<file path="config.mk">
export PLATFORM = sky130hd
export DESIGN_NAME = boardcfg_top
export DESIGN_NICKNAME = d
export VERILOG_FILES = /design/src/logic/boardcfg_pkg.sv /design/src/logic/boardcfg_top.sv /design/src/logic/cfg_register_file.sv /design/src/logic/freq_counter_bank.sv /design/src/logic/status_readout.sv
export SDC_FILE = /design/constraint.sdc
export NUM_CORES = 2
export LEC_CHECK = 0
export BUFFER_PORTS_ARGS = -buffer_cell sky130_fd_sc_hd__buf_2
export CORE_AREA = 2 2 381 383
export CTS_CLUSTER_DIAMETER = 60
export CTS_CLUSTER_SIZE = 40
export DETAILED_ROUTE_END_ITERATION = 7
export DIE_AREA = 0 0 383 385
export PLACE_DENSITY = 0.56
export SLEW_MARGIN = 20
export SYNTH_ARGS = -nofsm -noshare
export SYNTH_HDL_FRONTEND = slang
export SYNTH_SLANG_ARGS = --single-unit
</file>
<file path="constraint.sdc">
create_clock -name hw -period 6.56 [get_ports hw]
set_clock_uncertainty 0.2 [all_clocks]
set_input_delay 0.656 -clock hw [delete_from_list [all_inputs] [get_ports hw]]
set_output_delay 0.656 -clock hw [all_outputs]
set_load 0.02 [all_outputs]
</file>
<file path="src/logic/boardcfg_pkg.sv">
package boardcfg_pkg;

	// measured board clocks, one edge counter each
	localparam int n_fcnt = 16;
	localparam int fcnt_sel_width = $clog2(n_fcnt);
	localparam int cnt_width = 32;

	// gate window in hw cycles
	localparam int window_cycles = 256;
	localparam int gate_width = $clog2(window_cycles);
	localparam logic [gate_width-1:0] gate_last = gate_width'(window_cycles - 1);

	// reset stretch length and its down-counter
	localparam int reset_stretch = 4;
	localparam int stretch_width = $clog2(reset_stretch + 1);
	localparam logic [stretch_width-1:0] stretch_load = stretch_width'(reset_stretch);

	// bus and field sizes
	localparam int reg_width = 32;
	localparam int addr_width = 6;
	localparam int led_width = 8;
	localparam int nshot_width = 16;
	localparam int heart_width = 24;

	// register map
	localparam logic [addr_width-1:0] addr_led = 6'h00;
	localparam logic [addr_width-1:0] addr_cmd = 6'h01;
	localparam logic [addr_width-1:0] addr_decim = 6'h02;
	localparam logic [addr_width-1:0] addr_rev = 6'h03;
	localparam logic [addr_width-1:0] addr_status = 6'h04;
	// sixteen frequency slots from here on
	localparam logic [addr_width-1:0] addr_freq_base = 6'h10;

	localparam logic [reg_width-1:0] revision_word = 32'h0b0c_0103;

	// write word as seen at addr_led
	typedef struct packed {
		logic [15:0] reserved;
		logic [led_width-1:0] test1;
		logic [led_width-1:0] test;
	} led_view_t;

	// write word as seen at addr_cmd
	typedef struct packed {
		logic [nshot_width-1:0] nshot;
		logic [12:0] reserved;
		logic resetacc;
		logic stb_dspreset;
		logic stb_start;
	} cmd_view_t;

	typedef union packed {
		led_view_t led_view;
		cmd_view_t cmd_view;
	} cfg_word_u;

endpackage

</file>
<file path="src/logic/boardcfg_top.sv">
`timescale 1ns/1ps

module boardcfg_top (
	input  logic hw,
	input  logic rst,
	input  logic [boardcfg_pkg::n_fcnt-1:0] fin,
	input  logic wr_stb,
	input  logic [boardcfg_pkg::addr_width-1:0] wr_addr,
	input  logic [boardcfg_pkg::reg_width-1:0] wr_data,
	input  logic [boardcfg_pkg::addr_width-1:0] rd_addr,
	output logic [boardcfg_pkg::reg_width-1:0] rd_data,
	output logic [boardcfg_pkg::led_width-1:0] led_heart,
	output logic [boardcfg_pkg::led_width-1:0] led_test,
	output logic [boardcfg_pkg::led_width-1:0] led_test1,
	output logic dsp_start,
	output logic dsp_reset,
	output logic dsp_resetacc,
	output logic [boardcfg_pkg::nshot_width-1:0] dsp_nshot,
	output logic [boardcfg_pkg::reg_width-1:0] dsp_decimator,
	output logic cfg_reset
);

	// counter bank to readout
	logic [boardcfg_pkg::n_fcnt*boardcfg_pkg::cnt_width-1:0] freq_counts;
	logic freq_valid;

	// register file to readout
	logic [boardcfg_pkg::led_width-1:0] reg_test;
	logic [boardcfg_pkg::led_width-1:0] reg_test1;

	freq_counter_bank u_fcnt (
		.hw          (hw),
		.rst         (rst),
		.fin         (fin),
		.freq_counts (freq_counts),
		.freq_valid  (freq_valid)
	);

	// nshot and decimator nets also go straight out to the DSP
	cfg_register_file u_regs (
		.hw            (hw),
		.rst           (rst),
		.wr_stb        (wr_stb),
		.wr_addr       (wr_addr),
		.wr_data       (wr_data),
		.reg_test      (reg_test),
		.reg_test1     (reg_test1),
		.reg_nshot     (dsp_nshot),
		.reg_decimator (dsp_decimator),
		.dsp_start     (dsp_start),
		.dsp_reset     (dsp_reset),
		.dsp_resetacc  (dsp_resetacc),
		.cfg_reset     (cfg_reset)
	);

	status_readout u_status (
		.hw            (hw),
		.rst           (rst),
		.rd_addr       (rd_addr),
		.freq_counts   (freq_counts),
		.freq_valid    (freq_valid),
		.reg_test      (reg_test),
		.reg_test1     (reg_test1),
		.reg_nshot     (dsp_nshot),
		.reg_decimator (dsp_decimator),
		.rd_data       (rd_data),
		.led_heart     (led_heart),
		.led_test      (led_test),
		.led_test1     (led_test1)
	);

endmodule

</file>
<file path="src/logic/cfg_register_file.sv">
`timescale 1ns/1ps

module cfg_register_file (
	input  logic hw,
	input  logic rst,
	input  logic wr_stb,
	input  logic [boardcfg_pkg::addr_width-1:0] wr_addr,
	input  logic [boardcfg_pkg::reg_width-1:0] wr_data,
	output logic [boardcfg_pkg::led_width-1:0] reg_test,
	output logic [boardcfg_pkg::led_width-1:0] reg_test1,
	output logic [boardcfg_pkg::nshot_width-1:0] reg_nshot,
	output logic [boardcfg_pkg::reg_width-1:0] reg_decimator,
	output logic dsp_start,
	output logic dsp_reset,
	output logic dsp_resetacc,
	output logic cfg_reset
);

	// same write word, decoded per address
	boardcfg_pkg::cfg_word_u wr_word;

	// decoded write enables
	logic wr_led;
	logic wr_cmd;
	logic wr_decim;

	// reset stretch counters
	logic [boardcfg_pkg::stretch_width-1:0] cfg_cnt;
	logic [boardcfg_pkg::stretch_width-1:0] dsp_cnt;
	logic soft_reset;

	assign wr_word = wr_data;

	assign wr_led = wr_stb && (wr_addr == boardcfg_pkg::addr_led);
	assign wr_cmd = wr_stb && (wr_addr == boardcfg_pkg::addr_cmd);
	assign wr_decim = wr_stb && (wr_addr == boardcfg_pkg::addr_decim);

	// soft DSP reset request from the command word
	assign soft_reset = wr_cmd && wr_word.cmd_view.stb_dspreset;

	// resets are high while their counters run
	assign cfg_reset = (cfg_cnt != '0);
	assign dsp_reset = (dsp_cnt != '0);

	// LED test bytes
	always_ff @(posedge hw) begin
		if (rst) begin
			reg_test <= '0;
			reg_test1 <= '0;
		end else if (wr_led) begin
			reg_test <= wr_word.led_view.test;
			reg_test1 <= wr_word.led_view.test1;
		end
	end

	// command fields, nshot and resetacc are kept as levels
	always_ff @(posedge hw) begin
		if (rst) begin
			reg_nshot <= '0;
			dsp_resetacc <= 1'b0;
		end else if (wr_cmd) begin
			reg_nshot <= wr_word.cmd_view.nshot;
			dsp_resetacc <= wr_word.cmd_view.resetacc;
		end
	end

	// start strobe, high only for the cycle after the write
	always_ff @(posedge hw) begin
		if (rst) begin
			dsp_start <= 1'b0;
		end else begin
			dsp_start <= wr_cmd && wr_word.cmd_view.stb_start;
		end
	end

	// decimator takes the full word
	always_ff @(posedge hw) begin
		if (rst) begin
			reg_decimator <= '0;
		end else if (wr_decim) begin
			reg_decimator <= wr_data;
		end
	end

	// config reset only follows rst
	always_ff @(posedge hw) begin
		if (rst) begin
			cfg_cnt <= boardcfg_pkg::stretch_load;
		end else if (cfg_cnt != '0) begin
			cfg_cnt <= cfg_cnt - 1'b1;
		end
	end

	// dsp reset follows rst and the soft reset command
	always_ff @(posedge hw) begin
		if (rst || soft_reset) begin
			dsp_cnt <= boardcfg_pkg::stretch_load;
		end else if (dsp_cnt != '0) begin
			dsp_cnt <= dsp_cnt - 1'b1;
		end
	end

endmodule

</file>
<file path="src/logic/freq_counter_bank.sv">
`timescale 1ns/1ps

module freq_counter_bank (
	input  logic hw,
	input  logic rst,
	input  logic [boardcfg_pkg::n_fcnt-1:0] fin,
	output logic [boardcfg_pkg::n_fcnt*boardcfg_pkg::cnt_width-1:0] freq_counts,
	output logic freq_valid
);

	// two-flop synchronizer plus edge history
	logic [boardcfg_pkg::n_fcnt-1:0] fin_meta;
	logic [boardcfg_pkg::n_fcnt-1:0] fin_sync;
	logic [boardcfg_pkg::n_fcnt-1:0] fin_prev;
	logic [boardcfg_pkg::n_fcnt-1:0] fin_rise;

	// shared gate counter
	logic [boardcfg_pkg::gate_width-1:0] gate_cnt;
	logic window_end;

	// running counts and the counts of the last full window
	logic [boardcfg_pkg::n_fcnt-1:0][boardcfg_pkg::cnt_width-1:0] edge_cnt;
	logic [boardcfg_pkg::n_fcnt-1:0][boardcfg_pkg::cnt_width-1:0] latched;

	// one-cycle pulse per rising edge of the synced input
	assign fin_rise = fin_sync & ~fin_prev;
	assign window_end = (gate_cnt == boardcfg_pkg::gate_last);
	assign freq_counts = latched;

	always_ff @(posedge hw) begin
		if (rst) begin
			fin_meta <= '0;
			fin_sync <= '0;
			fin_prev <= '0;
		end else begin
			fin_meta <= fin;
			fin_sync <= fin_meta;
			fin_prev <= fin_sync;
		end
	end

	// window runs 0 .. window_cycles-1 then wraps
	always_ff @(posedge hw) begin
		if (rst) begin
			gate_cnt <= '0;
			freq_valid <= 1'b0;
		end else begin
			if (window_end) begin
				gate_cnt <= '0;
			end else begin
				gate_cnt <= gate_cnt + 1'b1;
			end
			// sticky once the first window has closed
			freq_valid <= freq_valid | window_end;
		end
	end

	// all inputs latch on the same edge, so they share one window
	always_ff @(posedge hw) begin
		if (rst) begin
			edge_cnt <= '0;
			latched <= '0;
		end else begin
			for (int i = 0; i < boardcfg_pkg::n_fcnt; i++) begin
				if (window_end) begin
					// the edge on the last cycle still belongs to this window
					latched[i] <= edge_cnt[i]
						+ {{(boardcfg_pkg::cnt_width-1){1'b0}}, fin_rise[i]};
					edge_cnt[i] <= '0;
				end else begin
					edge_cnt[i] <= edge_cnt[i]
						+ {{(boardcfg_pkg::cnt_width-1){1'b0}}, fin_rise[i]};
				end
			end
		end
	end

endmodule

</file>
<file path="src/logic/status_readout.sv">
`timescale 1ns/1ps

module status_readout (
	input  logic hw,
	input  logic rst,
	input  logic [boardcfg_pkg::addr_width-1:0] rd_addr,
	input  logic [boardcfg_pkg::n_fcnt*boardcfg_pkg::cnt_width-1:0] freq_counts,
	input  logic freq_valid,
	input  logic [boardcfg_pkg::led_width-1:0] reg_test,
	input  logic [boardcfg_pkg::led_width-1:0] reg_test1,
	input  logic [boardcfg_pkg::nshot_width-1:0] reg_nshot,
	input  logic [boardcfg_pkg::reg_width-1:0] reg_decimator,
	output logic [boardcfg_pkg::reg_width-1:0] rd_data,
	output logic [boardcfg_pkg::led_width-1:0] led_heart,
	output logic [boardcfg_pkg::led_width-1:0] led_test,
	output logic [boardcfg_pkg::led_width-1:0] led_test1
);

	// counts split back into slots
	logic [boardcfg_pkg::n_fcnt-1:0][boardcfg_pkg::cnt_width-1:0] freq_slots;
	logic [boardcfg_pkg::addr_width-1:0] slot_off;
	logic slot_hit;

	// readback words laid out like the write views
	boardcfg_pkg::cfg_word_u led_word;
	boardcfg_pkg::cfg_word_u cmd_word;

	logic [boardcfg_pkg::reg_width-1:0] rd_next;
	logic [boardcfg_pkg::heart_width-1:0] heart_cnt;

	assign freq_slots = freq_counts;

	// addresses below the base wrap to a large offset
	assign slot_off = rd_addr - boardcfg_pkg::addr_freq_base;
	assign slot_hit = (slot_off < boardcfg_pkg::n_fcnt);

	always_comb begin
		led_word = '0;
		led_word.led_view.test = reg_test;
		led_word.led_view.test1 = reg_test1;
		// strobes read back as zero
		cmd_word = '0;
		cmd_word.cmd_view.nshot = reg_nshot;
	end

	// read mux, unmapped reads zero
	always_comb begin
		rd_next = '0;
		if (slot_hit) begin
			rd_next = freq_slots[slot_off[boardcfg_pkg::fcnt_sel_width-1:0]];
		end else begin
			case (rd_addr)
				boardcfg_pkg::addr_led: rd_next = led_word;
				boardcfg_pkg::addr_cmd: rd_next = cmd_word;
				boardcfg_pkg::addr_decim: rd_next = reg_decimator;
				boardcfg_pkg::addr_rev: rd_next = boardcfg_pkg::revision_word;
				// shot count on top, done flag in bit 0
				boardcfg_pkg::addr_status: rd_next = {reg_nshot,
					{(boardcfg_pkg::reg_width-boardcfg_pkg::nshot_width-1){1'b0}},
					freq_valid};
				default: rd_next = '0;
			endcase
		end
	end

	// one cycle read latency
	always_ff @(posedge hw) begin
		if (rst) begin
			rd_data <= '0;
		end else begin
			rd_data <= rd_next;
		end
	end

	// free-running heartbeat
	always_ff @(posedge hw) begin
		if (rst) begin
			heart_cnt <= '0;
		end else begin
			heart_cnt <= heart_cnt + 1'b1;
		end
	end

	// top byte of the heartbeat blinks slowest
	assign led_heart = heart_cnt[boardcfg_pkg::heart_width-1 -: boardcfg_pkg::led_width];
	assign led_test = reg_test;
	assign led_test1 = reg_test1;

endmodule

</file>
==> summary.md <==
| Metric | Value |
|---|---|
| Total CTS buffers | about 110 |
| Synth Net Count | between 5k and 6k |
| Most used cell, CP | ha_1 |
| Status | finished, final reports clean |
| Yosys warns | 0 |
| Design Area, Final | 0.0564 mm² |
| Metal3 WL | 9050 µm |
| Min-delay src | wr_data[0] |
| Post-synth cell types | just under 60 |
| GPL Wtd Cong | about 0.9 |
| Clock power share | 0.468 |
| Post-synthesis mux area share | 0.0604 |
| Worst-Margin Slew | between 1000 and 1500 ps |
| F_max | 0.286 GHz |
| Max-cap violations | 0 |
| P_leak | ~19 nW |
| Critical path class | register to register |
| Setup TNS | 0 ps |
| Synth Area in XOR/XNOR | 0.0884 |
| Vias/cell | roughly 5.3 |
| Simple-Gate Fraction of Synth Area | 0.218 |
| Die Wd | 383 µm |
| CTS root buf | clkbuf_16 |
| # fillers | about 14k |
| Max H-tree Level | 3 |
| Port Buffers | 170 |
| Largest net degree at the start of global routing | 197 |
| Final hold violations | 0 |
| Share of layout cells above drive strength 1 | 0.104 |
| Synth Cell Area | between 0.04 and 0.05 mm² |
| Most frequent cells in the layout | dfxtp_1 (1209), nor2_1 (1127), a211oi_1 (499) |
| RSZ-0062 raised after global routing | false |
| Cell Area, Placed | 0.0520 mm² |
| Register share of total power | 0.499 |
| CP top delay family | simple AND/OR/NAND/NOR gates |
| Top Ports | roughly 170 |
| Reg2reg end | u_fcnt.freq_counts[62] |
| Beginning of the worst register-to-register path | u_fcnt.fin_sync[1] |
| # clock sinks | 1209 |
| CTS tree | done |
| Post_cts resized | 0 |
| Combinational share of power | 0.033 |
| Internal power | roughly 11 mW |
| DRT Wirelength | roughly 150000 µm |
| WL met2 | 62900 µm |
| Longest Clk Path Bufs | 3 |
| M1 wire length | ~70000 µm |
| Critical path origin | u_fcnt.fin_sync[1] |
| DRT antenna net count | 0 |
| Endpoints failing setup | 0 |
| Slowest cell on crit path | nor2_1 |
| Post-DP HPWL | around 110000 µm |
| Worst hold path class | input port to register |
| Syn avg cell area | between 9 and 10 µm² |
| Slew margin rel. | 0.236 |
| Critical path required time | 7050 ps |
| Worst R2R Setup Slack | around 3000 ps |
| Adder-cell share of the synthesized area | 0.00954 |
| Worst skew pair latency | around 760 ps |
| WL/cell | slightly above 20 µm |
| All-Layer GR Usage | 0.198 |
| Post-synth EDFFs | 0 |
| Reg2reg path depth | 8 |
| CP Cell Sequence | nor2b_1 -> ha_1 -> ha_1 -> nand3_1 -> nor2_1 -> nand4_1 -> xor2_1 -> a211oi_1 |
| 1st-pass router iterations | 5 |
| CP Capture Type | register |
| Vias in the first global route | 36.1k |
| Ys async rst share | 0 |
| Critical path peak fanout | 7 |
| Final min period | 3500 ps |
| Peak VDD IR | ~250 µV |
| Total grt overflow | 0 |
| Sequential fraction of the synthesis area | 0.486 |
| FF+latch count, synth | approximately 1.2k |
| WHS Endpoint | u_regs.reg_decimator[0] |
| Hold path cells | 3 |
| Critical path buffers and inverters | 0 |
| Critical Path Max Stage Delay | roughly 700 ps |
| Area growth syn-to-layout | 13.2% |
| DRC violations left | 0 |
| Max layer used | met5 |
| Compound-Gate Fraction of Synth Area | 0.104 |
| Initial Util | 0.348 |
| Final worst path period share | 0.533 |
| Reg clk slew, reported paths | approximately 90 ps |
| Switching portion of total power | 0.249 |
| CTS hold repair buffers | 45 |
| Die ar. | approximately 0.15 mm² |
| Mapped Cells | 5304 |
| Initial antenna violation count | 6 |
| Worst EP arrival | about 4000 ps |
| NumNets Final | roughly 5.4k |
| Commonest non-fill, non-tap cell in the layout | dfxtp_1 |
| Main combinational cell family by area after synthesis | simple AND/OR/NAND/NOR gates |
| Row cnt | 139 |
| First-pass GRT wire length | about 230000 µm |
| Initial DRC Count | between 3k and 4k |
| Via count | slightly below 40k |
| Slew Limit Fails | 0 |
| Top_reg_cell synth | dfxtp_1 |
| P_sw | roughly 3.7 mW |
| CORE AREA | between 0.1 and 0.15 mm² |
| Startpoint types | register |
| PD cells | 263 mW/mm² |
| Die Height | 385 µm |
| Post-CTS Setup Inserts | 0 |
[stage by stage]
step	utilization	hold slack, ps	power (mW)	worst slack (ps)	std cells
2_1_floorplan	-	214	7.88	4090	5304
3_3_place_gp	0.363	219	8.03	2660	7081
3_5_place_dp	0.363	223	8.04	2760	7081
4_1_cts	0.394	31.5	15.0	3090	7326
5_1_grt	0.394	79.1	15.3	2820	7326
6_report	0.394	101	14.8	3060	7327
[synthesized netlist by cell type (38+ instances only)]
cell / n / area share
a21oi_1: 70 / 0.0070
and4_1: 38 / 0.0067
a211oi_1: 499 / 0.075
nand2_1: 306 / 0.023
nor3_1: 55 / 0.0055
o22ai_1: 55 / 0.0069
and2_1: 51 / 0.0064
ha_1: 38 / 0.0095
mux4_2: 89 / 0.040
nor2b_1: 83 / 0.010
clkbuf_1: 139 / 0.010
dfxtp_1: 1209 / 0.49
buf_2: 168 / 0.017
xnor2_1: 156 / 0.027
a22oi_1: 38 / 0.0057
xor2_1: 347 / 0.061
and3_1: 85 / 0.011
nand3_1: 224 / 0.022
nand4_1: 169 / 0.021
nor2_1: 1129 / 0.085
mux2i_1: 97 / 0.019
[registers in the layout, indices dropped and copies added, names as in the netlist, 16 cells and up]
signal	cells
u_status.rd_data	32
u_status.heart_cnt	24
u_fcnt.edge_cnt	512
u_fcnt.fin_sync	16
u_regs.reg_decimator	32
u_fcnt.freq_counts	512
u_regs.reg_nshot	16
u_fcnt.fin_meta	16
u_fcnt.fin_prev	16
[metal layers]
layer | GRT usage | vias up
met5 | 0 | -
met4 | 0.0741 | 2
met3 | 0.0298 | 209
met2 | 0.292 | 1040
met1 | 0.291 | 18800
li1 | - | 18700
[power by group through the flow]
stage / combinational, mW / sequential [mW] / clock, mW
after floorplan: 0.304 / 7.57 / 0
after global placement: 0.460 / 7.57 / 0
after detailed placement: 0.465 / 7.58 / 0
after CTS: 0.488 / 7.40 / 7.10
after global routing: 0.527 / 7.41 / 7.37
final: 0.488 / 7.41 / 6.95
[worst max-delay path by stage]
stage	slack, ps	cells past startpoint	end
4_1_cts	3090	8	u_fcnt.freq_counts[62]
6_report	3060	8	u_fcnt.freq_counts[62]
2_1_floorplan	4090	6	u_status.rd_data[30]
5_1_grt	2820	8	u_fcnt.freq_counts[204]
3_3_place_gp	2660	7	u_status.rd_data[13]
3_5_place_dp	2760	7	u_status.rd_data[13]
[kinds of logic (layout without fill, tap and decap cells)]
kind of cell | Yosys count | in the layout
AO/OA/AOI/OAI | 729 | 729
XOR/XNOR | 503 | 503
adder cells (fa/ha/maj) | 38 | 38
buffers and inverters | 371 | 490
flip-flops | 1209 | 1209
multiplexers | 189 | 189
other | 0 | 1
AND/OR/NAND/NOR | 2265 | 2265
[tightest hold or removal path: cells and delay by family]
kind                   cells  cell delay (ps)
AND/OR/NAND/NOR            1               90
AO/OA/AOI/OAI              1               60
buffers and inverters      1              200
[area by class of cell]
type                            instances  area [µm²]  area share
Clock inverter                         80        1140      0.0202
Tap cell                             1903        2380      0.0422
Inverter                               38         143     0.00253
Clock buffer                          120        2790      0.0494
Multi-Input combinational cell       3724       24000       0.426
Sequential cell                      1209       24200       0.429
Timing Repair Buffer                  252        1720      0.0305
Antenna cell                            1        2.50   0.0000444
No activity file was read; power rests on OpenSTA's default activity.
